## config.mk

```make
export PLATFORM = sky130hd
export DESIGN_NAME = sram_axi_bridge
export DESIGN_NICKNAME = d
export VERILOG_FILES = /design/src/rtl/bridge_pkg.sv /design/src/rtl/rd_req_if.sv /design/src/rtl/wr_req_if.sv /design/src/rtl/port_arbiter.sv /design/src/rtl/read_engine.sv /design/src/rtl/sram_axi_bridge.sv /design/src/rtl/write_engine.sv
export SDC_FILE = /design/constraint.sdc
export NUM_CORES = 1
export LEC_CHECK = 0
export BUFFER_PORTS_ARGS = -buffer_cell sky130_fd_sc_hd__buf_4
export CAP_MARGIN = 0
export CORE_AREA = 2 2 305 307
export CTS_CLUSTER_DIAMETER = 60
export CTS_CLUSTER_SIZE = 10
export DETAILED_ROUTE_END_ITERATION = 16
export DIE_AREA = 0 0 307 309
export PLACE_DENSITY = 0.44
export SYNTH_ARGS = -nofsm -noshare
export SYNTH_HDL_FRONTEND = slang
export SYNTH_HIERARCHICAL = 1
export SYNTH_SLANG_ARGS = --single-unit
```

## constraint.sdc

```tcl
create_clock -name aclk -period 11.4 [get_ports aclk]
set_clock_uncertainty 0.1 [all_clocks]
set_input_delay 1.71 -clock aclk [delete_from_list [all_inputs] [get_ports aclk]]
set_output_delay 1.71 -clock aclk [all_outputs]
set_load 0.02 [all_outputs]
```

## src/rtl/bridge_pkg.sv

```systemverilog
`default_nettype none

package bridge_pkg;

    // bus widths
    localparam int ADDR_BITS = 32;
    localparam int BEAT_BITS = 32;
    localparam int STRB_BITS = BEAT_BITS / 8;
    localparam int BEATS_PER_LINE = 4;

    typedef logic [ADDR_BITS-1:0] addr_t;
    typedef logic [BEAT_BITS-1:0] beat_t;
    typedef logic [STRB_BITS-1:0] strb_t;
    // beat 0 in the low bits
    typedef logic [BEATS_PER_LINE*BEAT_BITS-1:0] line_t;
    typedef logic [BEATS_PER_LINE*STRB_BITS-1:0] line_strb_t;
    typedef logic [$clog2(BEATS_PER_LINE)-1:0] beat_cnt_t;
    typedef logic [7:0] axi_len_t;

    // AXI len field is beats minus one
    localparam axi_len_t LEN_SINGLE = 8'd0;
    localparam axi_len_t LEN_LINE = axi_len_t'(BEATS_PER_LINE - 1);

    // granted host
    typedef enum logic {
        PORT_DATA,
        PORT_INST
    } port_sel_t;

endpackage

`default_nettype wire

```

## src/rtl/rd_req_if.sv

```systemverilog
`timescale 1ns/1ps
`default_nettype none

interface rd_req_if;
    import bridge_pkg::*;

    // request side, start is a one-cycle pulse
    logic  start;
    addr_t addr;
    logic  line;
    // completion side
    logic  done;
    line_t rdata;

    modport arbiter (output start, addr, line, input done, rdata);

    modport engine (input start, addr, line, output done, rdata);

endinterface

`default_nettype wire

```

## src/rtl/wr_req_if.sv

```systemverilog
`timescale 1ns/1ps
`default_nettype none

interface wr_req_if;
    import bridge_pkg::*;

    // request side, start is a one-cycle pulse
    logic       start;
    addr_t      addr;
    logic       line;
    line_t      wdata;
    line_strb_t wmask;
    // completion pulse after B
    logic       done;

    modport arbiter (output start, addr, line, wdata, wmask, input done);

    modport engine (input start, addr, line, wdata, wmask, output done);

endinterface

`default_nettype wire

```

## src/rtl/port_arbiter.sv

```systemverilog
`timescale 1ns/1ps
`default_nettype none

module port_arbiter (
    input  logic                   aclk,
    input  logic                   reset,
    // data host
    input  logic                   data_ce,
    input  logic                   data_we,
    input  logic                   data_line,
    input  bridge_pkg::addr_t      data_addr,
    input  bridge_pkg::line_t      data_wdata,
    input  bridge_pkg::line_strb_t data_wmask,
    output bridge_pkg::line_t      data_rdata,
    output logic                   data_rdata_valid,
    output logic                   data_write_finish,
    // inst host
    input  logic                   inst_ce,
    input  logic                   inst_we,
    input  logic                   inst_line,
    input  bridge_pkg::addr_t      inst_addr,
    input  bridge_pkg::line_t      inst_wdata,
    input  bridge_pkg::line_strb_t inst_wmask,
    output bridge_pkg::line_t      inst_rdata,
    output logic                   inst_rdata_valid,
    output logic                   inst_write_finish,
    // engines
    rd_req_if.arbiter              rd,
    wr_req_if.arbiter              wr
);
    import bridge_pkg::*;

    typedef enum logic [1:0] {
        ARB_IDLE,
        ARB_START,
        ARB_WAIT
    } arb_state_t;

    arb_state_t state;
    port_sel_t  sel;
    logic       req_we;
    logic       req_line;
    addr_t      req_addr;
    line_t      req_wdata;
    line_strb_t req_wmask;
    logic       start;

    // grant FSM, data wins when both ce are high
    always_ff @(posedge aclk) begin
        if (!reset) begin
            state <= ARB_IDLE;
            sel <= PORT_DATA;
        end else begin
            case (state)
                ARB_IDLE: begin
                    if (data_ce) begin
                        sel <= PORT_DATA;
                        state <= ARB_START;
                    end else if (inst_ce) begin
                        sel <= PORT_INST;
                        state <= ARB_START;
                    end
                end
                // start pulses here
                ARB_START: state <= ARB_WAIT;
                ARB_WAIT: begin
                    // back to idle after the completion cycle
                    if (rd.done || wr.done) begin
                        state <= ARB_IDLE;
                    end
                end
                default: state <= ARB_IDLE;
            endcase
        end
    end

    // capture the winning port's request fields
    always_ff @(posedge aclk) begin
        if (state == ARB_IDLE) begin
            if (data_ce) begin
                req_we <= data_we;
                req_line <= data_line;
                req_addr <= data_addr;
                req_wdata <= data_wdata;
                req_wmask <= data_wmask;
            end else begin
                req_we <= inst_we;
                req_line <= inst_line;
                req_addr <= inst_addr;
                req_wdata <= inst_wdata;
                req_wmask <= inst_wmask;
            end
        end
    end

    assign start = (state == ARB_START);

    // read engine request
    assign rd.start = start && !req_we;
    assign rd.addr = req_addr;
    assign rd.line = req_line;

    // write engine request
    assign wr.start = start && req_we;
    assign wr.addr = req_addr;
    assign wr.line = req_line;
    assign wr.wdata = req_wdata;
    assign wr.wmask = req_wmask;

    // route completions back to the granted host
    assign data_rdata = rd.rdata;
    assign inst_rdata = rd.rdata;
    assign data_rdata_valid = rd.done && (sel == PORT_DATA);
    assign inst_rdata_valid = rd.done && (sel == PORT_INST);
    assign data_write_finish = wr.done && (sel == PORT_DATA);
    assign inst_write_finish = wr.done && (sel == PORT_INST);

endmodule

`default_nettype wire

```

## src/rtl/read_engine.sv

```systemverilog
`timescale 1ns/1ps
`default_nettype none

module read_engine (
    input  logic                 aclk,
    input  logic                 reset,
    rd_req_if.engine             req,
    // AR channel
    output logic                 ar_valid,
    input  logic                 ar_ready,
    output bridge_pkg::addr_t    ar_addr,
    output bridge_pkg::axi_len_t ar_len,
    // R channel
    input  logic                 r_valid,
    output logic                 r_ready,
    input  bridge_pkg::beat_t    r_data,
    input  logic                 r_last
);
    import bridge_pkg::*;

    typedef enum logic [1:0] {
        RD_IDLE,
        RD_ADDR,
        RD_DATA,
        RD_DONE
    } rd_state_t;

    rd_state_t state;
    beat_cnt_t beat_cnt;
    line_t     line_buf;
    logic      ar_hs;
    logic      r_hs;

    assign ar_hs = ar_valid && ar_ready;
    assign r_hs = r_valid && r_ready;

    // ready from start until the last beat
    assign r_ready = req.start || (state == RD_ADDR) || (state == RD_DATA);

    always_ff @(posedge aclk) begin
        if (!reset) begin
            state <= RD_IDLE;
            ar_valid <= 1'b0;
        end else begin
            case (state)
                RD_IDLE: begin
                    if (req.start) begin
                        ar_valid <= 1'b1;
                        state <= RD_ADDR;
                    end
                end
                RD_ADDR: begin
                    if (ar_hs) begin
                        ar_valid <= 1'b0;
                        state <= RD_DATA;
                    end
                end
                RD_DATA: begin
                    if (r_hs && r_last) begin
                        state <= RD_DONE;
                    end
                end
                // done pulse, line is complete
                RD_DONE: state <= RD_IDLE;
                default: state <= RD_IDLE;
            endcase
        end
    end

    // beat slot pointer
    always_ff @(posedge aclk) begin
        if (!reset) begin
            beat_cnt <= '0;
        end else if (req.start) begin
            beat_cnt <= '0;
        end else if (r_hs) begin
            beat_cnt <= beat_cnt + 1'b1;
        end
    end

    // address phase fields, held while ar_valid is up
    always_ff @(posedge aclk) begin
        if (req.start) begin
            ar_addr <= req.addr;
            ar_len <= req.line ? LEN_LINE : LEN_SINGLE;
        end
    end

    // clear on start so a single read leaves the upper beats zero
    always_ff @(posedge aclk) begin
        if (req.start) begin
            line_buf <= '0;
        end else if (r_hs) begin
            line_buf[beat_cnt*BEAT_BITS +: BEAT_BITS] <= r_data;
        end
    end

    assign req.done = (state == RD_DONE);
    assign req.rdata = line_buf;

endmodule

`default_nettype wire

```

## src/rtl/sram_axi_bridge.sv

```systemverilog
`timescale 1ns/1ps
`default_nettype none

module sram_axi_bridge (
    input  logic                   aclk,
    input  logic                   reset,
    // data host
    input  logic                   data_ce,
    input  logic                   data_we,
    input  logic                   data_line,
    input  bridge_pkg::addr_t      data_addr,
    input  bridge_pkg::line_t      data_wdata,
    input  bridge_pkg::line_strb_t data_wmask,
    output bridge_pkg::line_t      data_rdata,
    output logic                   data_rdata_valid,
    output logic                   data_write_finish,
    // inst host
    input  logic                   inst_ce,
    input  logic                   inst_we,
    input  logic                   inst_line,
    input  bridge_pkg::addr_t      inst_addr,
    input  bridge_pkg::line_t      inst_wdata,
    input  bridge_pkg::line_strb_t inst_wmask,
    output bridge_pkg::line_t      inst_rdata,
    output logic                   inst_rdata_valid,
    output logic                   inst_write_finish,
    // AR
    output logic                   ar_valid,
    input  logic                   ar_ready,
    output bridge_pkg::addr_t      ar_addr,
    output bridge_pkg::axi_len_t   ar_len,
    // R
    input  logic                   r_valid,
    output logic                   r_ready,
    input  bridge_pkg::beat_t      r_data,
    input  logic                   r_last,
    // AW
    output logic                   aw_valid,
    input  logic                   aw_ready,
    output bridge_pkg::addr_t      aw_addr,
    output bridge_pkg::axi_len_t   aw_len,
    // W
    output logic                   w_valid,
    input  logic                   w_ready,
    output bridge_pkg::beat_t      w_data,
    output bridge_pkg::strb_t      w_strb,
    output logic                   w_last,
    // B
    input  logic                   b_valid,
    output logic                   b_ready
);

    rd_req_if rd_bus ();
    wr_req_if wr_bus ();

    // one transaction at a time, data port first
    port_arbiter u_arbiter (
        .aclk(aclk), .reset(reset),
        .data_ce(data_ce), .data_we(data_we), .data_line(data_line),
        .data_addr(data_addr), .data_wdata(data_wdata), .data_wmask(data_wmask),
        .data_rdata(data_rdata), .data_rdata_valid(data_rdata_valid),
        .data_write_finish(data_write_finish),
        .inst_ce(inst_ce), .inst_we(inst_we), .inst_line(inst_line),
        .inst_addr(inst_addr), .inst_wdata(inst_wdata), .inst_wmask(inst_wmask),
        .inst_rdata(inst_rdata), .inst_rdata_valid(inst_rdata_valid),
        .inst_write_finish(inst_write_finish),
        .rd(rd_bus.arbiter), .wr(wr_bus.arbiter)
    );

    // AR and R
    read_engine u_read (
        .aclk(aclk), .reset(reset), .req(rd_bus.engine),
        .ar_valid(ar_valid), .ar_ready(ar_ready), .ar_addr(ar_addr), .ar_len(ar_len),
        .r_valid(r_valid), .r_ready(r_ready), .r_data(r_data), .r_last(r_last)
    );

    // AW, W and B
    write_engine u_write (
        .aclk(aclk), .reset(reset), .req(wr_bus.engine),
        .aw_valid(aw_valid), .aw_ready(aw_ready), .aw_addr(aw_addr), .aw_len(aw_len),
        .w_valid(w_valid), .w_ready(w_ready), .w_data(w_data), .w_strb(w_strb),
        .w_last(w_last),
        .b_valid(b_valid), .b_ready(b_ready)
    );

endmodule

`default_nettype wire

```

## src/rtl/write_engine.sv

```systemverilog
`timescale 1ns/1ps
`default_nettype none

module write_engine (
    input  logic                 aclk,
    input  logic                 reset,
    wr_req_if.engine             req,
    // AW channel
    output logic                 aw_valid,
    input  logic                 aw_ready,
    output bridge_pkg::addr_t    aw_addr,
    output bridge_pkg::axi_len_t aw_len,
    // W channel
    output logic                 w_valid,
    input  logic                 w_ready,
    output bridge_pkg::beat_t    w_data,
    output bridge_pkg::strb_t    w_strb,
    output logic                 w_last,
    // B channel
    input  logic                 b_valid,
    output logic                 b_ready
);
    import bridge_pkg::*;

    // AW and W finish in either order
    typedef enum logic [2:0] {
        WR_IDLE,
        WR_BOTH,
        WR_W_ONLY,
        WR_AW_ONLY,
        WR_RESP,
        WR_DONE
    } wr_state_t;

    wr_state_t  state;
    beat_cnt_t  beat_cnt;
    line_t      data_buf;
    line_strb_t mask_buf;
    logic       aw_hs;
    logic       w_hs;
    logic       w_fin;
    logic       b_hs;

    assign aw_hs = aw_valid && aw_ready;
    assign w_hs = w_valid && w_ready;
    assign w_fin = w_hs && w_last;
    assign b_hs = b_valid && b_ready;

    // only after both AW and the last W
    assign b_ready = (state == WR_RESP);

    always_ff @(posedge aclk) begin
        if (!reset) begin
            state <= WR_IDLE;
        end else begin
            case (state)
                WR_IDLE: begin
                    if (req.start) begin
                        state <= WR_BOTH;
                    end
                end
                WR_BOTH: begin
                    if (aw_hs && w_fin) begin
                        state <= WR_RESP;
                    end else if (aw_hs) begin
                        state <= WR_W_ONLY;
                    end else if (w_fin) begin
                        state <= WR_AW_ONLY;
                    end
                end
                // AW accepted, beats still going out
                WR_W_ONLY: begin
                    if (w_fin) begin
                        state <= WR_RESP;
                    end
                end
                // all beats out, AW still pending
                WR_AW_ONLY: begin
                    if (aw_hs) begin
                        state <= WR_RESP;
                    end
                end
                WR_RESP: begin
                    if (b_hs) begin
                        state <= WR_DONE;
                    end
                end
                WR_DONE: state <= WR_IDLE;
                default: state <= WR_IDLE;
            endcase
        end
    end

    // valid flags and beat tracking
    always_ff @(posedge aclk) begin
        if (!reset) begin
            aw_valid <= 1'b0;
            w_valid <= 1'b0;
            w_last <= 1'b0;
            beat_cnt <= '0;
        end else if (req.start) begin
            aw_valid <= 1'b1;
            w_valid <= 1'b1;
            // a single write is its own last beat
            w_last <= !req.line;
            beat_cnt <= '0;
        end else begin
            if (aw_hs) begin
                aw_valid <= 1'b0;
            end
            if (w_fin) begin
                w_valid <= 1'b0;
                w_last <= 1'b0;
            end else if (w_hs) begin
                beat_cnt <= beat_cnt + 1'b1;
                // next beat is beat 3
                w_last <= (beat_cnt == beat_cnt_t'(BEATS_PER_LINE - 2));
            end
        end
    end

    // address fields
    always_ff @(posedge aclk) begin
        if (req.start) begin
            aw_addr <= req.addr;
            aw_len <= req.line ? LEN_LINE : LEN_SINGLE;
        end
    end

    // beat 0 goes out first, the rest shift down per W handshake
    always_ff @(posedge aclk) begin
        if (req.start) begin
            w_data <= req.wdata[BEAT_BITS-1:0];
            w_strb <= req.wmask[STRB_BITS-1:0];
            data_buf <= req.wdata >> BEAT_BITS;
            mask_buf <= req.wmask >> STRB_BITS;
        end else if (w_hs && !w_last) begin
            w_data <= data_buf[BEAT_BITS-1:0];
            w_strb <= mask_buf[STRB_BITS-1:0];
            data_buf <= data_buf >> BEAT_BITS;
            mask_buf <= mask_buf >> STRB_BITS;
        end
    end

    // one cycle after B
    assign req.done = (state == WR_DONE);

endmodule

`default_nettype wire

```

# [Word level (Yosys, flattened, before mapping)]
# Cells that the tools add are included.
[totals] regBits=546 latch_bits=0 ram_bits=0 romBits=0 out_inout_bits=382 word_cells=134 memories=0
[classes] addsub=3 n_mul=0 div_mod_pow=0 n_lt_le_gt_ge=0 n_eq_ne=21 shifts=2 n_mux=43 n_bitwise=3 reduce_logical=38
[ops] op="$mux 96" n=2
[ops] op="$bwmux 128" n=1
[ops] op="$mux 128" n=1
[ops] op="$shift 32x34->128 const A" n=1
[ops] op="$shiftx 32x34->128" n=1
[ops] op="$mux 32" n=3
[ops] op="$neg 7->34" n=1
[ops] op="$mux 12" n=2
[ops] op="$mux 3" n=7
[ops] op="$mux 16" n=1
[ops] op="$logic_and 1x1->1" n=15
[ops] op="$pmux 3 s5" n=1
[ops] op="$mux 2" n=7
[ops] op="$mux 1" n=13
[ops] op="$ne 2x1->1 const B" n=5
[ops] op="$reduce_bool 2->1" n=5
[ops] op="$eq 2x2->1 const B" n=4
[ops] op="$mux 4" n=2
[ops] op="$pmux 2 s4" n=1
[ops] op="$eq 3x2->1 const B" n=2
[ops] op="$eq 3x3->1 const B" n=2
[ops] op="$ne 2x2->1 const B" n=3
[ops] op="$pmux 2 s3" n=1
[ops] op="$reduce_and 2->1" n=3
[ops] op="other kinds (15)" n=26

# [Depth between registers and ports, before layout]
# Gate-level depths: netlist (run 1).
[logic_depth] word_depth=8 depth_mapped=8 depth_no_buf=5

# [Modules after synthesis]
# Netlist (run 1), hierarchy kept.
[by_module_without_submodules] mod="port_arbiter" n_inst=1 cells_per_inst=685 area_per_inst_um2=10226.1
[by_module_without_submodules] mod="write_engine" n_inst=1 cells_per_inst=392 area_per_inst_um2=7528.5
[by_module_without_submodules] mod="read_engine" n_inst=1 cells_per_inst=658 area_per_inst_um2=6332.3

# [Worst setup path after synthesis (run 1)]
# Ideal clock, no wire load.
[synth_timing] path_kind="reg-to-reg" from="register u_arbiter.state[0]" to="register u_arbiter.sel" setup_ns=0.444 arrival_time_ns=8.174 required_time_ns=10.856 slack_ns=2.682 stages_incl_launch_ff=3 synth_period_minus_slack_ns=8.718 path_cell_list="dfxtp_1 -> nor2_1 -> a221oi_2"
[synth_between] elab_chain_cells=2
[synth_rtl] item="from (decl)" line_no="port_arbiter.sv:39" rtl="arb_state_t state;"
[synth_rtl] item="from (signal assigned)" line_no="port_arbiter.sv:51" rtl="state <= ARB_IDLE;"
[synth_rtl] item="from (signal assigned)" line_no="port_arbiter.sv:58" rtl="state <= ARB_START;"
[synth_rtl] item="from (signal assigned)" line_no="port_arbiter.sv:61" rtl="state <= ARB_START;"
[synth_rtl] item="$logic_not 2->1" line_no="port_arbiter.sv:54" rtl="case (state)"
[synth_rtl] item="$reduce_and 2->1 (no source line)"
[synth_rtl] item="to (signal assigned)" line_no="port_arbiter.sv:52" rtl="sel <= PORT_DATA;"
[synth_rtl] item="to (signal assigned)" line_no="port_arbiter.sv:57" rtl="sel <= PORT_DATA;"
[synth_rtl] item="to (signal assigned)" line_no="port_arbiter.sv:60" rtl="sel <= PORT_INST;"
[synth_rtl] item="to (decl)" line_no="port_arbiter.sv:40" rtl="port_sel_t sel;"
# No other way between the ends.
# A chain may end at the register's enable or synchronous reset.

# [Worst setup path in the final report (run 1)]
[layout_timing] from="input data_ce" to="register u_arbiter.req_wmask[0] (netlist: u_arbiter/wr.wmask[0]) (data pin)"
[layout_between] elab_chain_cells=1
[layout_rtl] item="from (decl)" line_no="sram_axi_bridge.sv:8" rtl="input logic data_ce,"
[layout_rtl] item="$mux 16" line_no="port_arbiter.sv:80" rtl="if (data_ce) begin"
[layout_rtl] item="to (signal assigned)" line_no="port_arbiter.sv:85" rtl="req_wmask <= data_wmask;"
[layout_rtl] item="to (signal assigned)" line_no="port_arbiter.sv:91" rtl="req_wmask <= inst_wmask;"
[layout_rtl] item="to (decl)" line_no="port_arbiter.sv:45" rtl="line_strb_t req_wmask;"
# No other way between the ends.

==> results of run 1 <==
-- power by group --
part	switching, mW	internal [mW]
combinational	0.560	0.441
sequential	0.119	2.35
clock	0.825	1.19
-- cells by family (layout without fill, tap and decap cells) --
group / Yosys count / count (layout)
flip-flops: 532 / 532
AND/OR/NAND/NOR: 332 / 332
other: 2 / 15
adder cells (fa/ha/maj): 10 / 10
multiplexers: 289 / 289
XOR/XNOR: 2 / 2
AO/OA/AOI/OAI: 155 / 155
buffers and inverters: 413 / 907
-- final cells by class --
cell class / count / area share (%)
flip-flops and latches: 532 / 47.6
multi-input cells: 800 / 21.3
repair buffers: 785 / 19.4
clock buffers: 87 / 6.05
well taps: 1186 / 4.86
clock inverters: 21 / 0.639
inverters: 14 / 0.176
diodes: 3 / 0.0246
-- Yosys cell counts, types with 2 or more instances --
cell	n
a211oi_1	3
a21oi_1	6
a221oi_2	2
and2_1	38
buf_2	32
buf_4	309
buf_6	47
clkbuf_1	10
conb_1	2
dfxtp_1	144
edfxtp_1	388
ha_1	10
inv_1	14
mux2_2	139
mux2_4	147
mux2i_1	3
nand2_1	135
nand3_1	131
nor2_1	9
nor2b_1	2
nor3_1	2
nor3b_1	2
nor4b_4	3
o21ai_1	127
o21ai_2	2
o311a_1	5
xnor2_1	2
-- layout by cell type, fill, tap and decap left out, types with 4 or more instances in the layout --
cell type  Yosys  final
inv_1         14     13
dfxtp_1      144    144
nand3_1      131    131
o21ai_1      127    127
nand2_1      135    135
conb_1         2     12
buf_4        309    783
clkinv_2       0      7
mux2_2       139    139
edfxtp_1     388    388
mux2_4       147    147
o311a_2        0      4
a21oi_1        6      6
clkbuf_1      10     15
inv_6          0      5
ha_1          10     10
clkbuf_16      0     71
and2_1        38     38
nor2_1         9      6
-- registers in the layout, summed over array words and instances, names as in the netlist, 3 cells and up --
name,count
u_write/aw_addr,32
u_read/req.rdata,128
u_arbiter/wr.wdata,128
u_write/mask_buf,12
u_read/ar_addr,32
u_arbiter/rd.addr,32
u_write/w_data,32
u_arbiter/wr.wmask,16
u_write/state,3
u_write/data_buf,96
u_write/w_strb,4
-- worst max-delay path: cells and delay by family --
family	cells	cell delay [ns]
mux	1	0.43
buf+inv	3	2.26
-- path summary, 6_finish.rpt --
check,endpoint
worst max-delay path,u_arbiter/wr.wmask[0]
worst min-delay path,u_read/ar_addr[2]
worst max register to register,u_arbiter/wr.wdata[83]
worst min register to register,u_read/ar_addr[2]
-- layer usage --
metal  wire, um  GRT usage [%]  vias up
met3       5220           4.12      127
met5         61              0        -
met1      27300           16.1     7136
met2      35500           24.4      569
met4       2460           5.52       10
li1           -              -     6808
-- per-stage QoR --
stage	hold slack (ns)	setup WS, ns
detailed placement	0.331	6.43
global placement	0.324	6.52
CTS	0.343	7.11
finish	0.342	7.15
floorplan	0.328	2.68
global route	0.351	6.99
==> impl_metrics.tcl, run 1 <==
set metrics [dict create \
    start_util_pct 26.4 \
    ioPinCount 780 \
    hold_buffers 0 \
    cp-end-kind "register" \
    ys_async_sr_fraction_pct 0 \
    ys_warn_count 6 \
    powerDensity_mw_per_mm2 180 \
    clock_sinks 532 \
    post_cts_resized 0 \
    synth-seq-area-share_pct 60.3 \
    wire_per_inst_um 20.6 \
    worstHoldStart "u_arbiter/rd.addr[2]" \
    dp.final_hpwl_um 49500 \
    synth_top_family_by_area "multiplexers" \
    synth-compound-area-share_pct 3.57 \
    ys_ff_latch 532 \
    synth.top_cells.by_area "edfxtp_1 (48%), dfxtp_1 (12%), buf_4 (9.6%)" \
    setup_violations 0 \
    finalHoldViolations 0 \
    fin_area_sq_mm 0.0305 \
    fp.dieArea_sq_mm 0.0949 \
    register_area_sq_mm 0.0145 \
    netlist_area_sq_mm 0.0241 \
    fmax_mhz 235 \
    r2r_start "u_arbiter/state[0]" \
    yosys.area_share.adder_pct 0.519 \
    core_sq_mm 0.0914 \
    via_per_inst 4.27 \
    status "finished, final reports clean" \
    synthSimpleGateAreaFrac_pct 6.75 \
    synth_xor_area_share_pct 0.0727 \
    finalCritPeriodShare_pct 37.3 \
    critical-path-slowest-cell "buf_4" \
    grt_max_degree 150 \
    drive_gt1_share_pct 52.7 \
    cts-root-buf "clkbuf_16" \
    cpMostUsedCell "buf_4" \
    rows 111 \
    path_clk_slew_ns 0.05 \
    drcViolationCount 0 \
    final_core_util_pct 33.4 \
    setup_tns_ns 0 \
    p_total_mw 5.48 \
    cts_made_buffers 70 \
    ys_types 48 \
    max-slew-margin-rel_pct 29.5 \
    cts_tree "yes" \
    synthMuxAreaShare_pct 15.8 \
    multi_input_area_sq_mm 0.00651 \
    cp-start-kind "primary input" \
    maxSlewViolCount 0 \
    drt-initial-drc-count 659 \
    grt.total_usage_pct 14.0 \
    r2r_slack_ns 7.92 \
    dpl_cell_area_sq_mm 0.0285 \
    crit_type "in -> reg" \
    fin_crit_ns 4.25 \
    path_cells "buf_8, buf_4, buf_4, mux2_2" \
    hold_path_class "reg -> reg" \
    cts_setup_buffers 0 \
    synth_top_area_share_pct 48.4 \
    clock_latency_ns 0.59 \
    synth.avg_cell_area_sq_um 13.9 \
    cts_max_level 3 \
    synthCells 1735 \
    overflow 0 \
    synth_ff_type "edfxtp_1" \
    grt_setup_unrepaired "false" \
    cp-startpoint "data_ce" \
    grt_pass1_wl_um 98400 \
    cpPeakStageDelay_ns 0.91 \
    vdd_drop_max_uv 112 \
    clockBufferDepth 3 \
    nNetsFinal 2611 \
    placed_cells 3317 \
    tightest_slew_ns 1.06 \
    areaGrowthSynthToFinish_pct 26.8 \
    first_pass_iters 5 \
    leakage_nw 12.4 \
    worstPathMaxFanout 67 \
    final_cells 3428 \
    arrival_ns 4.49 \
    synth_top_area_cell "edfxtp_1" \
    finalWeightedCongestion 0.820 \
    rr_worst_depth 4 \
    crit_required_ns 11.64 \
    fillers 9014 \
    antenna_found_initial 14 \
    synth_edf_count 388 \
    grt_pass1_vias 15000 \
    whs_path_depth 0 \
    cap_violations 0 \
    fp.dieW_um 307 \
    io_buffers 767 \
    drt_wl_total_um 70500 \
    ant_nets 0 \
    vias 14700 \
    die_y_um 309 \
]
Power figures use the tool's default switching activity.
==> inputs of run 2 (changes only) <==
PLACE_DENSITY = 0.46   (was 0.44)
clock period = 3.4 ns   (was 11.4 ns; I/O delays follow)
==> impl_metrics.tcl, run 2 (synthesis gave the netlist of run 1 again) <==
set metrics [dict create \
    r2r_end "u_read/req.rdata[37]" \
    drcViolationCount 0 \
    cp-start-kind "register" \
    grt_max_degree 132 \
    vias 14500 \
    antenna_found_initial 5 \
    worstPathMaxFanout 13 \
    setup_tns_ns 0 \
    cts_tree "yes" \
    nNetsFinal 2617 \
    crit_buf_inv 1 \
    die_y_um 309 \
    via_per_inst 4.24 \
    path_clk_slew_ns 0.05 \
    grt_setup_unrepaired "false" \
    cp-startpoint "u_arbiter/state[0]" \
    wire_per_inst_um 19.7 \
    clock_sinks 532 \
    finalWeightedCongestion 0.804 \
    areaGrowthSynthToFinish_pct 27.1 \
    hold_buffers 0 \
    crit_cells 4 \
    cts_max_level 3 \
    setup.worst_path.end "r_ready" \
    grt_util_met1_pct 15.5 \
    path_cells "or2b_1, nor2_4, or3_1, buf_4" \
    post_cts_resized 0 \
    hold_path_class "in -> reg" \
    r2r_start "u_read/beat_cnt[0]" \
    final_common_cell "buf_4" \
    cp_top_family "simple AND/OR/NAND/NOR gates" \
    grt_pass1_vias 14900 \
    overflow 0 \
    cap_violations 0 \
    cpPeakStageDelay_ns 0.43 \
    start_util_pct 26.4 \
    fp.dieW_um 307 \
    critical-path-slowest-cell "nor2_4" \
    first_pass_iters 5 \
    finalCritPeriodShare_pct 79.0 \
    finalHoldViolations 0 \
    grt_busiest_layer "met2" \
    grt_util_met3_pct 2.99 \
    cts-root-buf "clkbuf_16" \
    io_buffers 767 \
    tightest_slew_ns 0.864 \
    arrival_ns 2.08 \
    final_cell_mix "buf_4 (785), edfxtp_1 (388), mux2_4 (147)" \
    dpl_cell_area_sq_mm 0.0287 \
    fin_crit_ns 2.69 \
    drive_gt1_share_pct 52.9 \
    powerDensity_mw_per_mm2 589 \
    ant_nets 0 \
    whs_path_depth 3 \
    p_total_mw 18.0 \
    setup_violations 0 \
    cts_setup_buffers 0 \
    vdd_drop_max_uv 352 \
    fin_area_sq_mm 0.0306 \
    rows 111 \
    r2r_slack_ns 0.82 \
    fillers 9013 \
    clockBufferDepth 3 \
    drt_wl_total_um 67400 \
    rr_worst_depth 5 \
    use_met2_pct 24.2 \
    fp.dieArea_sq_mm 0.0949 \
    grt.total_usage_pct 13.4 \
    crit_required_ns 2.79 \
    maxSlewViolCount 0 \
    ioPinCount 780 \
    leakage_nw 12.4 \
    drt-initial-drc-count 716 \
    fmax_mhz 372 \
    cts_made_buffers 66 \
    cp-end-kind "output port" \
    dp.final_hpwl_um 48800 \
    clock_latency_ns 0.58 \
    status "finished, final reports clean" \
    core_sq_mm 0.0914 \
    grt_pass1_wl_um 94700 \
    max-slew-margin-rel_pct 42.4 \
    crit_type "reg -> out" \
]
[run 2: final cells by class]
type	instances	area, sq um	area share [%]
multi-input cells	800	6510	21.3
well taps	1186	1480	4.85
flip-flops and latches	532	14500	47.5
clock buffers	83	1750	5.71
clock inverters	12	186	0.609
inverters	14	55.1	0.180
diodes	2	5.00	0.0164
repair buffers	795	6090	19.9
[run 2: worst min-delay path by stage]
stage,from,endpoint,slack (ns)
after global placement,u_arbiter/rd.addr[27],u_read/ar_addr[27],0.32
final,r_data[15],u_read/req.rdata[79],0.08
after floorplan,u_arbiter/rd.addr[0],u_read/ar_addr[0],0.33
after global routing,r_data[28],u_read/req.rdata[124],0.06
after detailed placement,u_arbiter/rd.addr[21],u_read/ar_addr[21],0.33
after CTS,r_data[28],u_read/req.rdata[124],0.03
[run 2: report_power, final]
part           leakage, nW  switching [mW]  internal, mW  total, mW
registers             4.88           0.375          7.87       8.24
clock network        0.930            2.66          3.71       6.37
logic                 6.61            1.90          1.51       3.41
[run 2: tightest hold or removal path: stages]
cell,delay [ns]
buf_4,0.10
nand3_1,0.06
o21ai_1,0.07
[run 2: stage by stage]
| step | std cells | hold slack, ns | utilization (%) | setup WS (ns) |
|---|---|---|---|---|
| finish | 3424 | 0.0751 | 33.5 | 0.715 |
| global route | 3422 | 0.0562 | 33.5 | 0.593 |
| CTS | 3422 | 0.0319 | 33.5 | 0.629 |
| detailed placement | 3327 | 0.330 | 31.4 | 0.859 |
| global placement | 3327 | 0.323 | 31.4 | 1.00 |
| floorplan | 1745 | 0.328 | - | -0.101 |
[run 2: routing by layer]
| metal | up-vias | wire length, um |
|---|---|---|
| met5 | - | 27 |
| met4 | 4 | 2070 |
| met3 | 107 | 4590 |
| met2 | 603 | 34500 |
| met1 | 6994 | 26200 |
| li1 | 6800 | - |
